### src/hist_pkg.sv
// shared types and default sizes for the histogram subsystem
package hist_pkg;

    // readout FSM states
    // idle waits for a frame swap,
    // scan drains the idle banks,
    // report emits one peak per lane
    typedef enum logic [1:0] {
        RO_IDLE   = 2'd0,
        RO_SCAN   = 2'd1,
        RO_REPORT = 2'd2
    } ro_state_t;

    // number of pixel lanes, one histogram each
    localparam int DEF_NUM_LANES = 4;

    // timing bin address width
    // 4 bits gives 16 bins per histogram
    localparam int DEF_BIN_BITS = 4;

    // width of one bin count, saturates at all ones
    localparam int DEF_COUNT_BITS = 8;

    // acquisitions per frame
    // frame closes on the last acq_end strobe
    localparam int DEF_ACQ_NUM = 4;

    // drain length is 2**BIN_BITS scan cycles plus one report per lane.
    // a frame has to outlast that, nothing holds off the next swap

endpackage
### src/hist_lane.sv
`timescale 1ns/1ps

module hist_lane import hist_pkg::*; #(
    parameter int BIN_BITS   = DEF_BIN_BITS,
    parameter int COUNT_BITS = DEF_COUNT_BITS
) (
    input  logic                  clk,
    input  logic                  res,
    input  logic                  lane_hit,
    input  logic [BIN_BITS-1:0]   lane_bin,
    input  logic                  frame_swap,
    input  logic [BIN_BITS-1:0]   rd_bin,
    input  logic                  rd_clear,
    output logic [COUNT_BITS-1:0] rd_count
);

    localparam int NUM_BINS = 2 ** BIN_BITS;
    localparam logic [COUNT_BITS-1:0] COUNT_MAX = '1;

    // two banks, one filling while the other drains
    logic [COUNT_BITS-1:0] mem [2][NUM_BINS];

    // bank currently taking hits
    logic bank_sel;
    // bank the readout sees
    logic idle_sel;

    // count at the hit bin in the active bank
    logic [COUNT_BITS-1:0] hit_count;
    logic                  hit_sat;

    assign idle_sel  = ~bank_sel;
    assign hit_count = mem[bank_sel][lane_bin];
    assign hit_sat   = (hit_count == COUNT_MAX);

    // readout port, idle bank only
    assign rd_count = mem[idle_sel][rd_bin];

    // bank select
    // a hit landing with the swap still uses the old bank,
    // it was sampled before the flip
    always_ff @(posedge clk or negedge res) begin
        if (!res) begin
            bank_sel <= 1'b0;
        end else if (frame_swap) begin
            bank_sel <= ~bank_sel;
        end
    end

    // histogram storage
    always_ff @(posedge clk or negedge res) begin
        if (!res) begin
            // both banks start empty
            for (int b = 0; b < 2; b++) begin
                for (int i = 0; i < NUM_BINS; i++) begin
                    mem[b][i] <= '0;
                end
            end
        end else begin
            // read and clear on the idle side
            if (rd_clear) begin
                mem[idle_sel][rd_bin] <= '0;
            end
            // increment on the active side, stick at max
            if (lane_hit && !hit_sat) begin
                mem[bank_sel][lane_bin] <= hit_count + 1'b1;
            end
        end
    end

    // clear must not overlap a flip
    // otherwise it lands in the bank about to go active
    a_clear_no_swap: assert property (
        @(posedge clk) disable iff (!res) rd_clear |-> !frame_swap
    ) else $error("rd_clear while the banks swap");

endmodule

### config.mk
export PLATFORM = sky130hd
export DESIGN_NAME = hist_lane
export DESIGN_NICKNAME = d
export VERILOG_FILES = /design/src/hist_pkg.sv /design/src/hist_lane.sv
export SDC_FILE = /design/constraint.sdc
export NUM_CORES = 1
export LEC_CHECK = 0
export BUFFER_PORTS_ARGS = -buffer_cell sky130_fd_sc_hd__buf_2
export CELL_PAD_IN_SITES_DETAIL_PLACEMENT = 0
export CELL_PAD_IN_SITES_GLOBAL_PLACEMENT = 2
export CORE_MARGIN = 10
export CORE_UTILIZATION = 25
export CTS_CLUSTER_SIZE = 28
export DETAILED_ROUTE_END_ITERATION = 8
export GPL_ROUTABILITY_DRIVEN = 0
export PLACE_DENSITY_LB_ADDON = 0.12
export SLEW_MARGIN = 10
export SYNTH_ARGS = -nofsm -noshare
export SYNTH_HDL_FRONTEND = slang
export SYNTH_SLANG_ARGS = --single-unit
### constraint.sdc
create_clock -name clk -period 4.4 [get_ports clk]
set_input_delay 0 -clock clk [delete_from_list [all_inputs] [get_ports clk]]
set_output_delay 0 -clock clk [all_outputs]
set_load 0.01 [all_outputs]
Word-level counts from Yosys, hierarchy flattened
Index checks and enable logic that the tools add are counted.
{"block": "totals", "register_bits": 257, "in_bits": 13, "out_inout_bits": 8, "word_cells": 79}
{"block": "classes", "addsub": 1, "magnitude_cmp": 8, "eq_ne": 1, "mux": 23, "bitwise": 7, "reduce_logical": 6}
{"operator": "128-bit 2-to-1 mux", "count": 8}
{"operator": "256-bit 2-to-1 mux", "count": 2}
{"operator": "256-bit bitwise AND", "count": 1}
{"operator": "256-bit bitwise mux", "count": 1}
{"operator": "128-bit demux with 1-bit select", "count": 2}
{"operator": "256-bit inverter", "count": 1}
{"operator": "8-bit binary-select mux with 4-bit select", "count": 2}
{"operator": "8-bit demux with 4-bit select", "count": 2}
{"operator": "8-bit 2-to-1 mux", "count": 6}
{"operator": "5-bit greater-or-equal comparator, second input constant", "count": 2}
{"operator": "5-bit by 1-bit less-than comparator with 1-bit output, second input constant", "count": 2}
{"operator": "4-bit inverter with 5-bit output", "count": 2}
{"operator": "8-bit by 1-bit adder with 8-bit output, second input constant", "count": 1}
{"operator": "8-bit == test, second input constant", "count": 1}
{"operator": "1-bit logical AND", "count": 5}
{"operator": "2-bit greater-or-equal comparator, second input constant", "count": 2}
{"operator": "2-bit by 1-bit less-than comparator with 1-bit output, second input constant", "count": 2}
{"operator": "1-bit inverter with 2-bit output", "count": 2}
{"operator": "1-bit logical NOT", "count": 1}
{"operator": "1-bit inverter", "count": 1}

Longest topological paths before layout
Gate-level depths: netlist of run 1.
{"block": "logic_depth", "word_depth": 12, "depth_mapped": 18, "depth_no_buf": 9}

Worst setup path before layout of run 1
Ideal clock, no wire load.
{"block": "synth_path", "path_kind": "register to register", "from": "register bank_sel", "to": "register mem[249] (netlist bit)", "setup_ps": 138, "arrival_ps": 3383, "path_slack_ps": 879, "stages_incl_launch_ff": 18, "n_path_buf": 8, "cell_sequence": "dfrtp_1 buf_6 buf_12 buf_8 buf_6 mux4_2 mux2_2 nand2_1 nand3_1 clkbuf_1 ha_1 nand2_1 or4b_1 buf_2 buf_6 and3_4 buf_6 mux2i_1"}
{"block": "synth_via", "elab_chain_cells": 11, "word_cells_on_any_way": 28, "classes_between": "1 x add/sub; 4 x order compare; 1 x eq/ne; 13 x mux; 5 x bitwise; 4 x reduce/logical"}
{"item": "start: declaration", "line_no": "hist_lane.sv:24", "text": "logic bank_sel;"}
{"item": "start signal: assignment", "line_no": "hist_lane.sv:46", "text": "bank_sel <= ~bank_sel;"}
{"item": "parallel branches: the longest is 10 deep, another holds 8-bit by 1-bit adder with 8-bit output"}
{"item": "256-bit 2-to-1 mux (*)", "line_no": "hist_lane.sv:65", "text": "if (lane_hit && !hit_sat) begin"}
{"item": "end signal: indexed assignment", "line_no": "hist_lane.sv:66", "text": "mem[bank_sel][lane_bin] <= hit_count + 1'b1;"}
{"item": "end: declaration", "line_no": "hist_lane.sv:21", "text": "logic [COUNT_BITS-1:0] mem [2][NUM_BINS];"}
Mark *: on every way between the ends. The select of a mux whose other input is x is not followed.
A chain may end at the register's enable or synchronous reset.

Worst setup path after layout of run 1
{"block": "layout_path", "from": "register bank_sel", "to": "register mem[49] (netlist bit)"}
The elaborated chain is that of the path after synthesis.

==> qor.csv, run 1 <==
metric,value,unit
Syn Nets,1302,
Synth cell types,41,
IO buf count,20,
synthesis-to-layout area growth,16.4,%
post-DR wirelength/cell,28.6,um
Syn Std Cell Area,15300,sq um
"Seq/Total Area, Yosys",42.1,%
global-route wire length before repair,88100,um
fin nets,1340,
number of max-cap violations,0,
final wirelength,61000,um
GRT Util Overall,17.1,%
Place WS,0.598,ns
vias in the first global route,11000,
fin area,17800,sq um
final setup vio count,0,
min cycle time layout,3.79,ns
Tcrit/Tclk final,86.1,%
largest net degree at the start of global routing,130,
Iteration-0 DRC Markers,697,
H-Tree Level Count,2,
Crit Path Category,register to register,
Yosys Warn Count,0,
Min Hold Slack,0.113,ns
Die Height,267,um
final worst slack,0.610,ns
post-synth top area cell,dfrtp_1,
fraction of layout cells with a size suffix above 1,21.6,%
"commonest non-fill, non-tap cell in the layout",mux2i_1,
most frequent cells in the layout,"mux2i_1 (367), nand2_1 (297), dfrtp_1 (256)",
root buffer cell,clkbuf_16,
1st-pass router iterations,5,
initial antenna violation count,2,
register bit total from synthesis,257,
Residual DRC,0,
drt via density,5.06,
crit path max fanout,22,
post-DP HPWL,43600,um
critical path endpoint category,register,
std cell rows,90,
Overflow after GRT,0,
Rel. slew slack,27.2,%
Final Max Slew Viols,0,
CP required,4.86,ns
Mapped Cells,1288,
top_reg_cell synth,dfrtp_1,
Max Clock Skew,0.0220,ns
total power,10.9,mW
buffer depth of the longest clock path,3,
share of the synthesized area in the top cell type,42.1,%
top post-synthesis cells by area,"dfrtp_1 (42%), mux2i_1 (24%), mux4_2 (13%)",
Post-Layout Cell Count,2135,
Reg2Reg Depth,11,
Core Area,60500,sq um
Placement Cell Area,16500,sq um
CTS tree,done,
"Reg clk slew, reported paths",0.05,ns
Initial Util,25.3,%
fin util,29.4,%
worst vdd ir,0.301,mV
worst path arrival time,4.25,ns
DP Cell Count,2067,
Post-CTS Setup Bufs,0,
Power Dens Cells,615,nW/um^2
Leak Pwr,8.83,nW
# IOs,21,
outcome,"finished, final reports clean",
clk sink count,257,
CTS Buf Count,36,
Ant. Diodes,0,
fmax,264,MHz
DR vias,10800,
RSZ-0062 raised after global routing,no,
Final ANT Viol Nets,0,
Clock Latency Late Sink,0.56,ns
die area,71400,sq um
"Avg Cell Area, Syn",11.9,sq um
Post-synth EDFFs,0,
"Hold Vio Cnt, Final",0,
fillers,6109,
Total Neg Setup Slack,0,ns
Hold WC Path Type,input pin to async pin,
Die W,267,um
Startpoint Class,register,
Tightest Pin Transition,1.09,ns
"FFs w/ async S/R, synth",100,%
path summary, 6_finish.rpt:
path	startpoint	to	slack [ns]
min reg2reg	mem[240]	mem[240]	0.54
max	bank_sel	mem[49]	0.61
min in group clk	lane_hit	mem[215]	0.18
min	res	mem[92]	0.11
max in group asynchronous	res	mem[220]	3.57
max reg2reg	bank_sel	mem[49]	0.61
cell families after synthesis:
group	Yosys count	synth area share, %
DFF	257	42.1
muxes	466	38.0
AOI/OAI and AO/OA	63	2.92
and+or+nand+nor	405	13.1
adders and majority gates	1	0.0819
buffers and inverters	89	3.39
xor gates and xnor gates	7	0.450
repair_timing:
action | 4_1_cts | 5_1_grt
hold buffers | 3 | 0
setup endpoints to repair | 0 | 0
endpoints found under the hold margin | 258 | 0
resized for setup | 0 | 0
layer usage:
layer  GRT usage, %  up-vias  routed length [um]
met2           28.2      175               29200
met4           4.27        0                1150
met1           23.4     5795               28800
li1               -     4779                   -
met5              0        -                   0
met3           2.26       61                1860
where the power goes:
part	total (mW)	internal (mW)	leakage (nW)	switching, mW
clock	3.01	1.86	0.602	1.16
combinational	4.02	1.77	4.77	2.25
sequential	3.90	3.15	3.45	0.755
area by class of cell:
class	count	area (sq um)	share of cell area [%]
Inverter	3	11.3	0.0633
Tap cell	782	978	5.50
Multi-Input combinational cell	942	8430	47.4
Clock buffer	53	1070	6.00
Clock inverter	12	146	0.823
Timing Repair Buffer	86	716	4.03
Sequential cell	257	6430	36.2
synth_stat cells, types with 3 or more instances:
master and number:
a22oi_1 39, and2_1 3, and3_1 3, buf_1 9
buf_2 31, buf_4 3, buf_6 11, buf_8 3
clkbuf_1 27, dfrtp_1 257, inv_1 3, mux2_2 9
mux2i_1 367, mux4_2 90, nand2_1 297, nand2b_1 6
nand3_1 21, nand3_2 9, nand3_4 20, nand4_1 4
nor2_1 22, nor2b_1 7, o22ai_1 16, or2_2 6
xor2_1 4
registers in the layout (all words and copies together), names as in the netlist:
register	count
bank_sel	1
mem	256
worst max-delay path, cell delays in order, from the launching register on:
cell,delay (ns)
dfrtp_4,0.65
buf_4,0.25
buf_4,0.33
mux2i_1,0.16
a22oi_1,0.21
nand3_1,0.19
nand4_1,0.20
nand3_2,0.13
or4b_2,0.75
buf_12,0.23
nand3_2,0.32
mux2i_1,0.24
(Power assumes the default switching activity.)
==> inputs of run 2 (changes only) <==
--- a/config.mk
+++ b/config.mk
@@ -13,7 +13,7 @@
 export CTS_CLUSTER_SIZE = 28
 export DETAILED_ROUTE_END_ITERATION = 8
 export GPL_ROUTABILITY_DRIVEN = 0
-export PLACE_DENSITY_LB_ADDON = 0.12
+export PLACE_DENSITY = 0.47
 export SLEW_MARGIN = 10
 export SYNTH_ARGS = -nofsm -noshare
 export SYNTH_HDL_FRONTEND = slang
==> qor.csv, run 2 (synthesis results as in run 1) <==
metric,value,unit
outcome,"finished, final reports clean",
drt via density,5.08,
CTS Buf Count,36,
Ant. Diodes,0,
Die W,267,um
Reg with most FFs,mem,
Switching Share,37.3,%
root buffer cell,clkbuf_16,
Reg2Reg Depth,9,
RR Startpoint,bank_sel,
Final Max Slew Viols,0,
Critical Path Slowest Stage Cell,mux4_2,
Placement Cell Area,16500,sq um
post-DR wirelength/cell,28.8,um
Total Neg Setup Slack,0,ns
sequential cell fraction of total power,34.9,%
DR vias,10800,
top sig layer,met4,
Post-Layout Cell Count,2126,
final worst slack,0.519,ns
std cell rows,90,
DP Cell Count,2061,
Iteration-0 DRC Markers,702,
Psw,4.14,mW
CTS resizes,0,
Leak Pwr,8.83,nW
Final ANT Viol Nets,0,
fin area,17800,sq um
global-route wire length before repair,88900,um
die area,71400,sq um
"commonest non-fill, non-tap cell in the layout",mux2i_1,
largest net degree at the start of global routing,111,
Worst path max stage delay,0.58,ns
CP required,4.81,ns
Gate power share,36.4,%
Clock Latency Late Sink,0.55,ns
Initial Util,25.3,%
final wirelength,61200,um
min cycle time layout,3.88,ns
fraction of layout cells with a size suffix above 1,21.4,%
hold buffers post-CTS,2,
# IOs,21,
worst path arrival time,4.29,ns
GRT Util Overall,17.3,%
crit path max fanout,24,
Rel. slew slack,23.0,%
Post-CTS Setup Bufs,0,
CTS tree,done,
critical path cell sequence,"buf_12, buf_12, mux4_2, mux4_2, mux2i_1, or4b_2, buf_12, nand3_2, mux2i_1",
"Reg clk slew, reported paths",0.06,ns
critical path endpoint category,register,
final setup vio count,0,
Tcrit/Tclk final,88.2,%
met2 routed WL,28400,um
clk sink count,257,
fin nets,1333,
Largest regs,"mem x256, bank_sel x1",
Overflow after GRT,0,
Startpoint Class,register,
Die Height,267,um
fmax,258,MHz
Crit Path Category,register to register,
cell repeated most along the worst path,buf_12,
RSZ-0062 raised after global routing,no,
FF-to-FF End,mem[60],
number of max-cap violations,0,
Power Internal,6.94,mW
worst vdd ir,0.247,mV
max reg flops,256,
Hold WC Path Type,input pin to async pin,
Residual DRC,0,
"Hold Vio Cnt, Final",0,
Tightest Pin Transition,1.15,ns
Power Dens Cells,622,nW/um^2
Clk pwr share,28.7,%
Core Area,60500,sq um
initial antenna violation count,0,
H-Tree Level Count,2,
Max Clock Skew,0.0160,ns
met1 wire length,29300,um
1st-pass router iterations,5,
vias in the first global route,11500,
synthesis-to-layout area growth,16.6,%
r2r setup slk,0.52,ns
Met3 Wirelength,2030,um
post-DP HPWL,42200,um
most frequent cells in the layout,"mux2i_1 (367), nand2_1 (297), dfrtp_1 (256)",
Place WS,0.540,ns
buffer depth of the longest clock path,3,
IO buf count,20,
-- run 2: cell count changes in the layout (fill, tap and decap cells not counted) --
cell           before  now
clkinv_4            1    0
buf_4              56   47
clkbuf_1            8    5
buf_12              8   11
clkinv_2            6    7
dlygate4sd3_1       3    2
bufinv_16           3    6
inv_6               2    0
clkinvlp_4          0    1
clkbuf_8            8    7
-- run 2: worst max path at each step --
stage	from	endpoint	slack [ns]	depth (start not counted)
3_3_place_gp	bank_sel	mem[56]	0.56	8
4_1_cts	bank_sel	mem[56]	0.53	8
3_5_place_dp	bank_sel	mem[56]	0.54	8
2_1_floorplan	bank_sel	mem[249]	0.88	17
5_1_grt	bank_sel	mem[63]	0.35	13
6_report	bank_sel	mem[60]	0.52	9
-- run 2: power by group through the flow --
stage               logic, mW  registers [mW]  clock network (mW)
floorplan                2.80            3.57                   0
global placement         4.02            3.89                   0
detailed placement       4.06            3.90                   0
CTS                      4.08            3.86                3.27
global route             4.36            3.98                3.36
finish                   4.04            3.86                3.18
-- run 2: critical path: cells and delay by family, from the launching register on --
kind | cells | cell delay [ns]
buffers and inverters | 3 | 0.71
flip-flops | 1 | 0.56
multiplexers | 4 | 1.74
AND/OR/NAND/NOR | 2 | 0.67
-- run 2: routing by layer --
metal,vias to the layer above,global-route usage [%]
li1,4782,-
met1,5764,24.0
met2,178,27.7
met3,77,2.52
met4,0,4.85
met5,-,0
-- run 2: area by class of cell --
class	instances	area, sq um
fillers	6107	42700
multi-input cells	942	8430
flip-flops and latches	257	6430
clock buffers	49	1040
well taps	782	978
repair buffers	79	698
clock inverters	14	223
inverters	3	11.3
-- run 2: metrics by stage --
| stage | hold slack (ns) | utilization [%] | power (mW) |
|---|---|---|---|
| 3_5_place_dp | 0.178 | 27.3 | 7.96 |
| 4_1_cts | 0.163 | 29.5 | 11.2 |
| 3_3_place_gp | 0.190 | 27.3 | 7.92 |
| 5_1_grt | 0.196 | 29.5 | 11.7 |
| 2_1_floorplan | -0.296 | - | 6.37 |
| 6_report | 0.139 | 29.5 | 11.1 |
